$ cat src/source/mailbox_defines.svh
/*
 * Mailbox widths, FIFO sizing and APB register offsets
 */

`ifndef MAILBOX_DEFINES_SVH
`define MAILBOX_DEFINES_SVH

// Word width on both the toggle links and the APB data bus
`define MBX_DATA_W      32
`define MBX_FIFO_DEPTH  63
`define MBX_CNT_W       6

// APB byte offsets
`define MBX_ADDR_W      4
`define MBX_ADDR_TX     4'h0
`define MBX_ADDR_RX     4'h4
`define MBX_ADDR_STATUS 4'h8

`endif
$ cat src/source/apb_pkg.sv
/*
 * APB host bus types
 *   apb_req_t   request from the host
 *   apb_rsp_t   response from the slave
 *   reg_sel_e   decoded register select
 */

`include "mailbox_defines.svh"

package apb_pkg;

	typedef struct packed {
		logic                   psel;
		logic                   penable;
		logic                   pwrite;
		logic [`MBX_ADDR_W-1:0] paddr;
		logic [`MBX_DATA_W-1:0] pwdata;
	} apb_req_t;

	typedef struct packed {
		logic [`MBX_DATA_W-1:0] prdata;
		logic                   pready;
		logic                   pslverr;
	} apb_rsp_t;

	typedef enum logic [1:0] {
		SEL_TX     = 2'd0,
		SEL_RX     = 2'd1,
		SEL_STATUS = 2'd2,
		SEL_NONE   = 2'd3
	} reg_sel_e;

endpackage

$ cat src/source/mailbox_pkg.sv
/*
 * Mailbox types
 *   link_t        toggle plus data word crossing to the remote side
 *   in_state_e    inbound three-sample filter states
 *   out_state_e   outbound offer / wait states
 *   mbx_status_t  STATUS register layout
 */

`include "mailbox_defines.svh"

package mailbox_pkg;

	typedef struct packed {
		logic                   toggle;
		logic [`MBX_DATA_W-1:0] data;
	} link_t;

	typedef enum logic [1:0] {
		IN_IDLE   = 2'd0,
		IN_SEEN1  = 2'd1,
		IN_SEEN2  = 2'd2,
		IN_COMMIT = 2'd3
	} in_state_e;

	typedef enum logic {
		OUT_IDLE     = 1'b0,
		OUT_WAIT_ACK = 1'b1
	} out_state_e;

	// Counts are byte aligned, flags sit in the third byte
	typedef struct packed {
		logic [13:0]              rsvd_hi;
		logic                     rx_empty;
		logic                     tx_full;
		logic [7-`MBX_CNT_W:0]    rsvd_rx;
		logic [`MBX_CNT_W-1:0]    rx_count;
		logic [7-`MBX_CNT_W:0]    rsvd_tx;
		logic [`MBX_CNT_W-1:0]    tx_count;
	} mbx_status_t;

endpackage

$ cat src/source/mailbox_top.sv
/*
 * Mailbox top level
 *   APB register block and toggle bridge to the remote agent
 */

`timescale 1ns/1ps
`include "mailbox_defines.svh"

module mailbox_top (
	input  logic               rvx_port_12,
	input  logic               rvx_port_03,
	input  apb_pkg::apb_req_t  apb_req,
	output apb_pkg::apb_rsp_t  apb_rsp,
	input  mailbox_pkg::link_t in_link,
	output logic               in_ack,
	output mailbox_pkg::link_t out_link,
	input  logic               out_ack
);

	logic                   tx_push;
	logic [`MBX_DATA_W-1:0] tx_data;
	logic [`MBX_CNT_W-1:0]  tx_count;
	logic                   tx_full;
	logic                   rx_pop;
	logic [`MBX_DATA_W-1:0] rx_data;
	logic [`MBX_CNT_W-1:0]  rx_count;
	logic                   rx_empty;

	mailbox_apb_regs u_regs (
		.rvx_port_12 (rvx_port_12),
		.rvx_port_03 (rvx_port_03),
		.apb_req     (apb_req),
		.apb_rsp     (apb_rsp),
		.tx_push     (tx_push),
		.tx_data     (tx_data),
		.tx_count    (tx_count),
		.tx_full     (tx_full),
		.rx_pop      (rx_pop),
		.rx_data     (rx_data),
		.rx_count    (rx_count),
		.rx_empty    (rx_empty)
	);

	toggle_mailbox_bridge u_bridge (
		.rvx_port_12 (rvx_port_12),
		.rvx_port_03 (rvx_port_03),
		.in_link     (in_link),
		.in_ack      (in_ack),
		.out_link    (out_link),
		.out_ack     (out_ack),
		.tx_push     (tx_push),
		.tx_data     (tx_data),
		.tx_count    (tx_count),
		.tx_full     (tx_full),
		.rx_pop      (rx_pop),
		.rx_data     (rx_data),
		.rx_count    (rx_count),
		.rx_empty    (rx_empty)
	);

endmodule

$ cat src/source/mailbox_apb_regs.sv
/*
 * APB slave for the mailbox
 *   TX_DATA write pushes, RX_DATA read pops, STATUS read reports levels
 *   No wait states, errors on full, empty and bad accesses
 */

`timescale 1ns/1ps
`include "mailbox_defines.svh"

module mailbox_apb_regs (
	input  logic                   rvx_port_12,
	input  logic                   rvx_port_03,
	input  apb_pkg::apb_req_t      apb_req,
	output apb_pkg::apb_rsp_t      apb_rsp,
	output logic                   tx_push,
	output logic [`MBX_DATA_W-1:0] tx_data,
	input  logic [`MBX_CNT_W-1:0]  tx_count,
	input  logic                   tx_full,
	output logic                   rx_pop,
	input  logic [`MBX_DATA_W-1:0] rx_data,
	input  logic [`MBX_CNT_W-1:0]  rx_count,
	input  logic                   rx_empty
);

	apb_pkg::reg_sel_e        reg_sel;
	mailbox_pkg::mbx_status_t status;
	logic                     setup_q;
	logic                     access;
	logic                     req_err;
	logic [`MBX_DATA_W-1:0]   rd_data;

	// Access phase counts only when it follows a setup phase
	always_ff @(posedge rvx_port_12 or negedge rvx_port_03)
	begin
		if (!rvx_port_03)
			setup_q <= 1'b0;
		else
			setup_q <= apb_req.psel & ~apb_req.penable;
	end

	assign access = apb_req.psel & apb_req.penable & setup_q;

	always_comb
	begin
		case (apb_req.paddr)
			`MBX_ADDR_TX:     reg_sel = apb_pkg::SEL_TX;
			`MBX_ADDR_RX:     reg_sel = apb_pkg::SEL_RX;
			`MBX_ADDR_STATUS: reg_sel = apb_pkg::SEL_STATUS;
			default:          reg_sel = apb_pkg::SEL_NONE;
		endcase
	end

	always_comb
	begin
		status          = '0;
		status.tx_count = tx_count;
		status.rx_count = rx_count;
		status.tx_full  = tx_full;
		status.rx_empty = rx_empty;
	end

	// TX_DATA is write only, RX_DATA and STATUS are read only
	always_comb
	begin
		req_err = 1'b1;
		rd_data = '0;
		case (reg_sel)
			apb_pkg::SEL_TX:
				req_err = ~apb_req.pwrite | tx_full;
			apb_pkg::SEL_RX:
			begin
				req_err = apb_req.pwrite | rx_empty;
				rd_data = rx_data;
			end
			apb_pkg::SEL_STATUS:
			begin
				req_err = apb_req.pwrite;
				rd_data = status;
			end
			default:
				req_err = 1'b1;
		endcase
	end

	assign tx_push = access & apb_req.pwrite & (reg_sel == apb_pkg::SEL_TX) & ~req_err;
	assign tx_data = apb_req.pwdata;
	assign rx_pop  = access & ~apb_req.pwrite & (reg_sel == apb_pkg::SEL_RX) & ~req_err;

	// Failed reads return zero
	assign apb_rsp.prdata  = (access & ~apb_req.pwrite & ~req_err) ? rd_data : '0;
	assign apb_rsp.pready  = apb_req.psel & apb_req.penable;
	assign apb_rsp.pslverr = access & req_err;

endmodule

$ cat src/source/toggle_mailbox_bridge.sv
/*
 * Toggle-handshake mailbox bridge
 *   Inbound: synchronized remote toggle, three-sample filter, commit to FIFO
 *   Outbound: offer FIFO head by toggling, pop on synchronized acknowledge
 */

`timescale 1ns/1ps
`include "mailbox_defines.svh"

module toggle_mailbox_bridge (
	input  logic                   rvx_port_12,
	input  logic                   rvx_port_03,
	input  mailbox_pkg::link_t     in_link,
	output logic                   in_ack,
	output mailbox_pkg::link_t     out_link,
	input  logic                   out_ack,
	input  logic                   tx_push,
	input  logic [`MBX_DATA_W-1:0] tx_data,
	output logic [`MBX_CNT_W-1:0]  tx_count,
	output logic                   tx_full,
	input  logic                   rx_pop,
	output logic [`MBX_DATA_W-1:0] rx_data,
	output logic [`MBX_CNT_W-1:0]  rx_count,
	output logic                   rx_empty
);

	mailbox_pkg::link_t      in_sync;
	logic                    out_ack_sync;
	mailbox_pkg::in_state_e  in_state;
	mailbox_pkg::out_state_e out_state;
	logic                    out_toggle;
	logic                    in_pending;
	logic                    rx_full;
	logic                    rx_push;
	logic                    tx_empty;
	logic                    tx_pop;
	logic [`MBX_DATA_W-1:0]  tx_head;

	mailbox_sync #(.WIDTH($bits(mailbox_pkg::link_t))) u_in_sync (
		.rvx_port_12 (rvx_port_12),
		.rvx_port_03 (rvx_port_03),
		.async_value (in_link),
		.sync_value  (in_sync)
	);

	mailbox_sync #(.WIDTH(1)) u_ack_sync (
		.rvx_port_12 (rvx_port_12),
		.rvx_port_03 (rvx_port_03),
		.async_value (out_ack),
		.sync_value  (out_ack_sync)
	);

	// **************************************************
	// Inbound path
	// **************************************************

	// A word is waiting while the remote toggle differs from our ack
	assign in_pending = (in_sync.toggle != in_ack);
	assign rx_push    = (in_state == mailbox_pkg::IN_COMMIT) & ~rx_full;

	always_ff @(posedge rvx_port_12 or negedge rvx_port_03)
	begin
		if (!rvx_port_03)
		begin
			in_state <= mailbox_pkg::IN_IDLE;
			in_ack   <= 1'b0;
		end
		else
		begin
			case (in_state)
				mailbox_pkg::IN_IDLE:
					if (in_pending)
						in_state <= mailbox_pkg::IN_SEEN1;
				mailbox_pkg::IN_SEEN1:
					in_state <= in_pending ? mailbox_pkg::IN_SEEN2 : mailbox_pkg::IN_IDLE;
				mailbox_pkg::IN_SEEN2:
					in_state <= in_pending ? mailbox_pkg::IN_COMMIT : mailbox_pkg::IN_IDLE;
				mailbox_pkg::IN_COMMIT:
					// Hold here while the FIFO is full
					if (rx_push)
					begin
						in_state <= mailbox_pkg::IN_IDLE;
						in_ack   <= ~in_ack;
					end
				default:
					in_state <= mailbox_pkg::IN_IDLE;
			endcase
		end
	end

	mailbox_fifo #(
		.WIDTH (`MBX_DATA_W),
		.DEPTH (`MBX_FIFO_DEPTH),
		.CNT_W (`MBX_CNT_W)
	) u_rx_fifo (
		.rvx_port_12 (rvx_port_12),
		.rvx_port_03 (rvx_port_03),
		.push        (rx_push),
		.push_data   (in_sync.data),
		.pop         (rx_pop),
		.head        (rx_data),
		.full        (rx_full),
		.empty       (rx_empty),
		.count       (rx_count)
	);

	// **************************************************
	// Outbound path
	// **************************************************

	mailbox_fifo #(
		.WIDTH (`MBX_DATA_W),
		.DEPTH (`MBX_FIFO_DEPTH),
		.CNT_W (`MBX_CNT_W)
	) u_tx_fifo (
		.rvx_port_12 (rvx_port_12),
		.rvx_port_03 (rvx_port_03),
		.push        (tx_push),
		.push_data   (tx_data),
		.pop         (tx_pop),
		.head        (tx_head),
		.full        (tx_full),
		.empty       (tx_empty),
		.count       (tx_count)
	);

	// Remote has taken the word once its ack catches up with our toggle
	assign tx_pop = (out_state == mailbox_pkg::OUT_WAIT_ACK) & (out_ack_sync == out_toggle);

	always_ff @(posedge rvx_port_12 or negedge rvx_port_03)
	begin
		if (!rvx_port_03)
		begin
			out_state  <= mailbox_pkg::OUT_IDLE;
			out_toggle <= 1'b0;
		end
		else
		begin
			case (out_state)
				mailbox_pkg::OUT_IDLE:
					if (!tx_empty)
					begin
						out_state  <= mailbox_pkg::OUT_WAIT_ACK;
						out_toggle <= ~out_toggle;
					end
				mailbox_pkg::OUT_WAIT_ACK:
					if (tx_pop)
						out_state <= mailbox_pkg::OUT_IDLE;
				default:
					out_state <= mailbox_pkg::OUT_IDLE;
			endcase
		end
	end

	// Data always follows the FIFO head, stable until popped
	assign out_link = {out_toggle, tx_head};

endmodule

$ cat src/source/mailbox_fifo.sv
/*
 * Synchronous circular-buffer FIFO
 *   Combinational head, occupancy count, full and empty
 *   Push when full and pop when empty are dropped
 */

`timescale 1ns/1ps

module mailbox_fifo #(
	parameter int WIDTH = 32,
	parameter int DEPTH = 63,
	parameter int CNT_W = 6
) (
	input  logic             rvx_port_12,
	input  logic             rvx_port_03,
	input  logic             push,
	input  logic [WIDTH-1:0] push_data,
	input  logic             pop,
	output logic [WIDTH-1:0] head,
	output logic             full,
	output logic             empty,
	output logic [CNT_W-1:0] count
);

	localparam int PTR_W = (DEPTH > 1) ? $clog2(DEPTH) : 1;

	logic [WIDTH-1:0] mem [DEPTH];
	logic [PTR_W-1:0] wr_ptr;
	logic [PTR_W-1:0] rd_ptr;
	logic             do_push;
	logic             do_pop;

	// Pointers wrap at DEPTH, which need not be a power of two
	function automatic logic [PTR_W-1:0] next_ptr(input logic [PTR_W-1:0] ptr);
		if (ptr == PTR_W'(DEPTH - 1))
			return '0;
		return ptr + 1'b1;
	endfunction

	assign do_push = push & ~full;
	assign do_pop  = pop & ~empty;

	always_ff @(posedge rvx_port_12 or negedge rvx_port_03)
	begin
		if (!rvx_port_03)
		begin
			wr_ptr <= '0;
			rd_ptr <= '0;
			count  <= '0;
		end
		else
		begin
			if (do_push)
				wr_ptr <= next_ptr(wr_ptr);
			if (do_pop)
				rd_ptr <= next_ptr(rd_ptr);
			case ({do_push, do_pop})
				2'b10:   count <= count + 1'b1;
				2'b01:   count <= count - 1'b1;
				default: count <= count;
			endcase
		end
	end

	// Storage
	always_ff @(posedge rvx_port_12)
	begin
		if (do_push)
			mem[wr_ptr] <= push_data;
	end

	assign head  = mem[rd_ptr];
	assign full  = (count == CNT_W'(DEPTH));
	assign empty = (count == '0);

endmodule

$ cat src/source/mailbox_sync.sv
/*
 * Two-stage synchronizer for signals entering the local clock domain
 */

`timescale 1ns/1ps

module mailbox_sync #(
	parameter int WIDTH = 1
) (
	input  logic             rvx_port_12,
	input  logic             rvx_port_03,
	input  logic [WIDTH-1:0] async_value,
	output logic [WIDTH-1:0] sync_value
);

	logic [WIDTH-1:0] meta;

	always_ff @(posedge rvx_port_12 or negedge rvx_port_03)
	begin
		if (!rvx_port_03)
		begin
			meta       <= '0;
			sync_value <= '0;
		end
		else
		begin
			meta       <= async_value;
			sync_value <= meta;
		end
	end

endmodule

$ cat config.mk
export PLATFORM = sky130hd
export DESIGN_NAME = mailbox_top
export DESIGN_NICKNAME = d
export VERILOG_FILES = /design/src/source/apb_pkg.sv /design/src/source/mailbox_pkg.sv /design/src/source/mailbox_top.sv /design/src/source/mailbox_apb_regs.sv /design/src/source/toggle_mailbox_bridge.sv /design/src/source/mailbox_fifo.sv /design/src/source/mailbox_sync.sv
export VERILOG_INCLUDE_DIRS = /design/src /design/src/source
export SDC_FILE = /design/constraint.sdc
export NUM_CORES = 2
export LEC_CHECK = 0
export ABC_AREA = 0
export BUFFER_PORTS_ARGS = -buffer_cell sky130_fd_sc_hd__buf_2
export CORE_ASPECT_RATIO = 1.4
export CORE_MARGIN = 2
export CORE_UTILIZATION = 40
export DETAILED_ROUTE_END_ITERATION = 10
export PLACE_DENSITY = 0.59
export REMOVE_ABC_BUFFERS = 1
export SYNTH_ARGS = -nofsm -noshare
export SYNTH_HDL_FRONTEND = slang
export SYNTH_SLANG_ARGS = --single-unit
$ cat constraint.sdc
create_clock -name rvx_port_12 -period 4.97 [get_ports rvx_port_12]
set_clock_uncertainty 0.15 [all_clocks]
set_input_delay 1.2425 -clock rvx_port_12 [delete_from_list [all_inputs] [get_ports rvx_port_12]]
set_output_delay 1.2425 -clock rvx_port_12 [all_outputs]
set_load 0.005 [all_outputs]
== Yosys cells after proc, flatten, opt, wreduce, memory -nomap -nowiden ==
Memory sizes are Yosys's and may differ from the RTL's.
Cells that the tools add are included.

* Add/sub/neg operators: 8
* Equality and inequality tests: 21
* Bitwise gates (word level): 29
* Reduce and logical (&&, ||, !) cells: 10
* Multiplexer cells: 34

{| class="wikitable"
|+ Operator list
! cell !! count
|-
| $pmux W32 S2 || 1
|-
| $mux W6 || 8
|-
| $add A6 B1 Y6 const B || 6
|-
| $eq A6 B6 Y1 const B || 6
|-
| $mux W32 || 1
|-
| $pmux W6 S2 || 2
|-
| $and A1 B1 Y1 || 17
|-
| $mux W1 || 14
|-
| $logic_not A6 Y1 || 2
|-
| $sub A6 B1 Y6 const B || 2
|-
| $eq A2 B2 Y1 const B || 5
|-
| $not A1 Y1 || 10
|-
| $eq A2 B1 Y1 const B || 4
|-
| $mux W2 || 4
|-
| $pmux W2 S4 || 1
|-
| $pmux W2 S3 || 1
|-
| $reduce_and A2 Y1 || 3
|-
| $eq A4 B3 Y1 const B || 1
|-
| $eq A4 B4 Y1 const B || 1
|-
| $logic_not A2 Y1 || 2
|-
| $logic_not A4 Y1 || 1
|-
| $reduce_bool A2 Y1 || 2
|-
| $pmux W1 S3 || 1
|-
| $ne A2 B1 Y1 const B || 1
|-
| other kinds (5) || 6
|}

* Bits of input ports: 75
* RAM bits: 4032
* Register bits: 110
* Memories: 2
* Output and inout bits: 68
* Logic and storage cells: 119

{| class="wikitable"
|+ Memory list
! memory !! words !! width !! rd ports !! clocked after memory_dff !! write ports !! RTL line !! source
|-
| u_bridge.u_rx_fifo.mem || 63 || 32 || 1 || 0 || 1 || mailbox_fifo.sv:27 || <nowiki>logic [WIDTH-1:0] mem [DEPTH];</nowiki>
|-
| u_bridge.u_tx_fifo.mem || 63 || 32 || 1 || 0 || 1 || mailbox_fifo.sv:27 ||
|}

== Logic depth before layout (Yosys ltp) ==
* Word-level depth: 9
* Gate-level depth with buffers: 16
* Depth with buffers taken out: 15

== Modules after synthesis ==
A second synthesis with hierarchy kept.

* Cells, all modules: 7485
* Area, all modules: 159777.0 sq um

{| class="wikitable"
|+ By module, submodules not included
! module !! instances !! cells an instance !! seq. area each (sq um) !! area an instance (sq um)
|-
| mailbox_fifo (u_bridge.u_rx_fifo) || 1 || 3642 || 60988.5 || 78540.3
|-
| mailbox_fifo (u_bridge.u_tx_fifo) || 1 || 3645 || 60988.5 || 78535.3
|-
| mailbox_sync (u_bridge.u_in_sync) || 1 || 66 || 1651.6 || 1651.6
|-
| mailbox_apb_regs || 1 || 111 || 25.0 || 777.0
|-
| toggle_mailbox_bridge || 1 || 19 || 125.1 || 222.7
|-
| mailbox_sync (u_bridge.u_ack_sync) || 1 || 2 || 50.0 || 50.0
|}

== Worst setup path before layout ==
No wires, ideal clock.

* Kind: input-to-reg
* Start: input apb_req[35] (netlist bit)
* End: memory u_bridge.u_tx_fifo.mem[24][0] (enable)
* Buffers on the path: 1
* Data required time: 4.399 ns
* Arrival: 4.716 ns
* Stages on the path: 10
* Library setup time: 0.421 ns
* Path slack: -0.317 ns
* Cells stage by stage: nor4b_1 inv_1 ha_1 o41a_1 or2_1 nor4_4 inv_2 or4_1 clkbuf_1 nor2_1

* Cells in the longest elaborated chain, start to end: 9
* Elaborated cells between the ends (all ways): 14
* Classes of those cells: eq/ne (4); mux (4); bitwise (4); reduce/logical (2)

{| class="wikitable"
|+ RTL lines
! element !! RTL line !! source
|-
| start: declaration || mailbox_top.sv:12 || <nowiki>input apb_pkg::apb_req_t apb_req,</nowiki>
|-
| $eq A4 B4 Y1 (tied with other cells) || mailbox_apb_regs.sv:45 || <nowiki>case (apb_req.paddr)</nowiki>
|-
| $pmux W2 S3 * || mailbox_apb_regs.sv:45 ||
|-
| $eq A2 B2 Y1 (tied with other cells) || mailbox_apb_regs.sv:67 || <nowiki>case (reg_sel)</nowiki>
|-
| $pmux W1 S3 || mailbox_apb_regs.sv:67 ||
|-
| $not A1 Y1 || mailbox_apb_regs.sv:85 || <nowiki>assign tx_push = access & apb_req.pwrite & (reg_sel == apb_pkg::SEL_TX) & ~req_err;</nowiki>
|-
| $and A1 B1 Y1 * || mailbox_apb_regs.sv:85 ||
|-
| $and A1 B1 Y1 * || mailbox_fifo.sv:40 || <nowiki>assign do_push = push & ~full;</nowiki>
|-
| $mux W1 * || mailbox_fifo.sv:68 || <nowiki>if (do_push)</nowiki>
|-
| $mux W1 (implied by the code) * || mailbox_fifo.sv:69 || <nowiki>mem[wr_ptr] <= push_data;</nowiki>
|-
| end: declaration || mailbox_fifo.sv:27 ||
|}

Every way passes the cells marked *; elsewhere a longest branch is shown, timed or not.

==> results.yml <==
timing:
  setup_ws_ps: -288
  tightest_slew_ps: 1260
  finalCritPeriodShare_pct: 106
  fmax_ghz: 0.190
  maxSlewViolCount: 0
  setup_tns_ps: -8580
  hold_violations: 0
  rsz0062_at_grt: "yes"
  slew_headroom_pct: 15.7
  setup_viol: 62
  period_needed_ps: 5260
synth:
  async_flop_share_pct: 2.66
  yosysSeqAreaShare_pct: 78.1
  yosys_warnings: 0
  synth_compound_area_share_pct: 2.29
  synth.avg_cell_area_um2: 22.5
  synthTopCellsByArea: "edfxtp_1 (76%), mux4_2 (14%), mux2i_1 (1.8%)"
  synth_top_area_share_pct: 76.3
  synth_xor_area_share_pct: 0.0939
  synth_flop_cell: "edfxtp_1"
  synthDistinctLibCells: 73
  synth_edf_count: 4032
  synth.area.mux_share_pct: 16.5
  synth_area_um2: 159000
  yosysTopAreaCell: "edfxtp_1"
  ys_ff_latch: 4142
  synthSimpleGateAreaFrac_pct: 1.68
  synthAdderAreaFrac_pct: 0.191
  syn_inst: 7043
  synth_top_family_by_area: "multiplexers"
min_path:
  min-delay-path-class: "input pin to asynchronous set/reset pin"
final_layout:
  drive_gt1_share_pct: 37.6
  final_cell_area_um2: 192000
  syn_to_final_growth_pct: 21.3
  layout_common_cells: "edfxtp_1 (4,032), mux4_2 (1,007), buf_4 (508), clkbuf_16 (422), mux2i_1 (252)"
  nNetsFinal: 8212
  final_common_cell: "edfxtp_1"
floorplan:
  die-area_um2: 402000
  dieWidth_um: 536
  start_util_pct: 40.2
  io_pins: 143
  die_h_um: 749
  coreArea_um2: 395000
  std_cell_rows: 273
cts:
  cts_tree: "done"
  clkLatencyLatePin_ps: 1020
  cts_max_path_buffers: 4
  cts_max_level: 5
  cts_root_buf: "clkbuf_16"
  cts_buffers: 403
  cts.sinks: 4142
  clk_pin_slew_ps: 70
global_route:
  grt_max_degree: 64
  grt-ovfl-total: 0
  grt_use_total_pct: 22.3
  grt_pass1_wl_mm: 633
  antenna_found_initial: 20
  grt_pass1_vias: 81400
placement:
  place_congestion: 0.855
  post_dp_cell_area_um2: 172000
  dp_hpwl_mm: 275
  port_buffers: 142
routing:
  ant_nets: 0
  drc: 0
  vias_per_cell: 5.80
  drt-initial-drc-count: 8911
  routedWlPerCell_um: 33.1
  dr_total_vias: 79600
  drt_wl_total_mm: 454
  drt-pass1-iter-count: 5
setup_path:
  end_kind: "output port"
  critPathMaxFanout: 8
  critPathRequiredTime_ps: 3580
  cp.arrival_ps: 3870
  crit_type: "flop to output port"
  start_kind: "flop"
power_and_ir_drop:
  leakagePower_nw: 62.5
  peakVddDrop_mv: 0.398
  power_w: 0.0872
  p_per_area_nw_per_um2: 453
flow_run:
  drv_cap: 0
status:
  violations: "setup timing"
  status: "finished, violations left"
-- synth_stat cells, types with 55 or more instances --
library cell / n
dfrtp_1: 110
edfxtp_1: 4032
o22ai_1: 61
a22oi_1: 111
mux2_2: 55
clkbuf_1: 155
nand2_1: 163
a21oi_1: 63
buf_2: 144
nor2_1: 179
buf_1: 63
mux2i_1: 290
mux4_2: 1007
o21ai_0: 105
-- stage by stage --
step / hold WS [ps] / worst slack (ps) / cells / utilization, %
final: 112 / -288 / 13700 / 48.7
after global routing: 152 / -299 / 13700 / 48.7
after CTS: 109 / -315 / 13600 / 48.3
after detailed placement: 185 / -411 / 12700 / 43.7
after global placement: 182 / -424 / 12700 / 43.7
after floorplan: 181 / -17640 / 6652 / -
-- power breakdown --
part	internal, W	total, W	switching (W)
clock	0.0177	0.0308	0.0132
sequential	0.0386	0.0390	0.000476
combinational	0.00859	0.0174	0.00876
-- repair_timing --
item,CTS,global route
setup endpoints to repair,64,64
hold buffers,0,0
cloned,38,11
resized for setup,521,216
endpoints found under the hold margin,0,0
pin swaps,84,98
buffers inserted,162,95
-- routing by layer --
metal	GRT usage, %	up-vias	routed length (um)
met3	3.35	764	29600
met5	0	-	23
met4	9.10	4	19100
met2	39.9	3506	242000
li1	-	32100	-
met1	26.9	43200	164000
-- flip-flops by register name (all words and copies together) (netlist names) --
name	count
u_bridge.u_ack_sync.sync_value	1
u_bridge.u_tx_fifo.mem	2016
u_bridge.u_rx_fifo.mem	2016
u_bridge.u_rx_fifo.rd_ptr	6
u_bridge.u_in_sync.sync_value	33
u_bridge.u_ack_sync.meta	1
u_bridge.u_tx_fifo.count	6
u_bridge.u_in_sync.meta	33
u_bridge.in_ack	1
u_bridge.in_state	2
u_bridge.out_toggle	1
u_bridge.u_tx_fifo.rd_ptr	6
u_bridge.u_tx_fifo.wr_ptr	6
u_bridge.out_state	1
u_bridge.u_rx_fifo.count	6
u_regs.setup_q	1
u_bridge.u_rx_fifo.wr_ptr	6
-- logic make-up after synthesis --
family	Yosys count
AO/OA/AOI/OAI	532
adder cells (fa/ha/maj)	23
AND/OR/NAND/NOR	561
XOR/XNOR	17
buffers and inverters	416
flip-flops	4142
multiplexers	1352
-- final timing paths --
kind,start,to,slack [ps],cells after the start
setup / recovery,u_bridge.u_rx_fifo.rd_ptr[0]$_DFFE_PN0P_,apb_rsp[4],-290,9
hold / removal,rvx_port_03,u_bridge.u_in_sync.sync_value[30]$_DFF_PN0_,110,1
setup reg to reg,u_bridge.u_tx_fifo.count[2]$_DFFE_PN0P_,u_bridge.u_tx_fifo.count[5]$_DFFE_PN0P_,720,11
hold reg to reg,u_bridge.u_in_sync.meta[22]$_DFF_PN0_,u_bridge.u_in_sync.sync_value[22]$_DFF_PN0_,190,0
max in group asynchronous,rvx_port_03,u_bridge.u_in_sync.sync_value[21]$_DFF_PN0_,3500,2
min in group rvx_port_12,in_link[25],u_bridge.u_in_sync.meta[25]$_DFF_PN0_,170,1
-- worst max-delay path, cell delays in order (launching register included) --
cell and delay, ps:
dfrtp_4 480, buf_12 170, buf_16 190, buf_16 160, buf_12 150, mux4_2 520, mux4_2 530, nand2b_4 180
a41o_1 290, buf_2 160
-- area by class of cell --
class | instances | area (um2)
Tap cell | 5225 | 6540
Clock inverter | 225 | 2300
Clock buffer | 521 | 11000
Antenna cell | 36 | 90.1
Sequential cell | 4142 | 124000
Fill cell | 31800 | 202000
Multi-Input combinational cell | 2485 | 36000
Timing Repair Buffer | 1057 | 12600
Inverter | 25 | 98.8
Power figures use the tool's default switching activity.
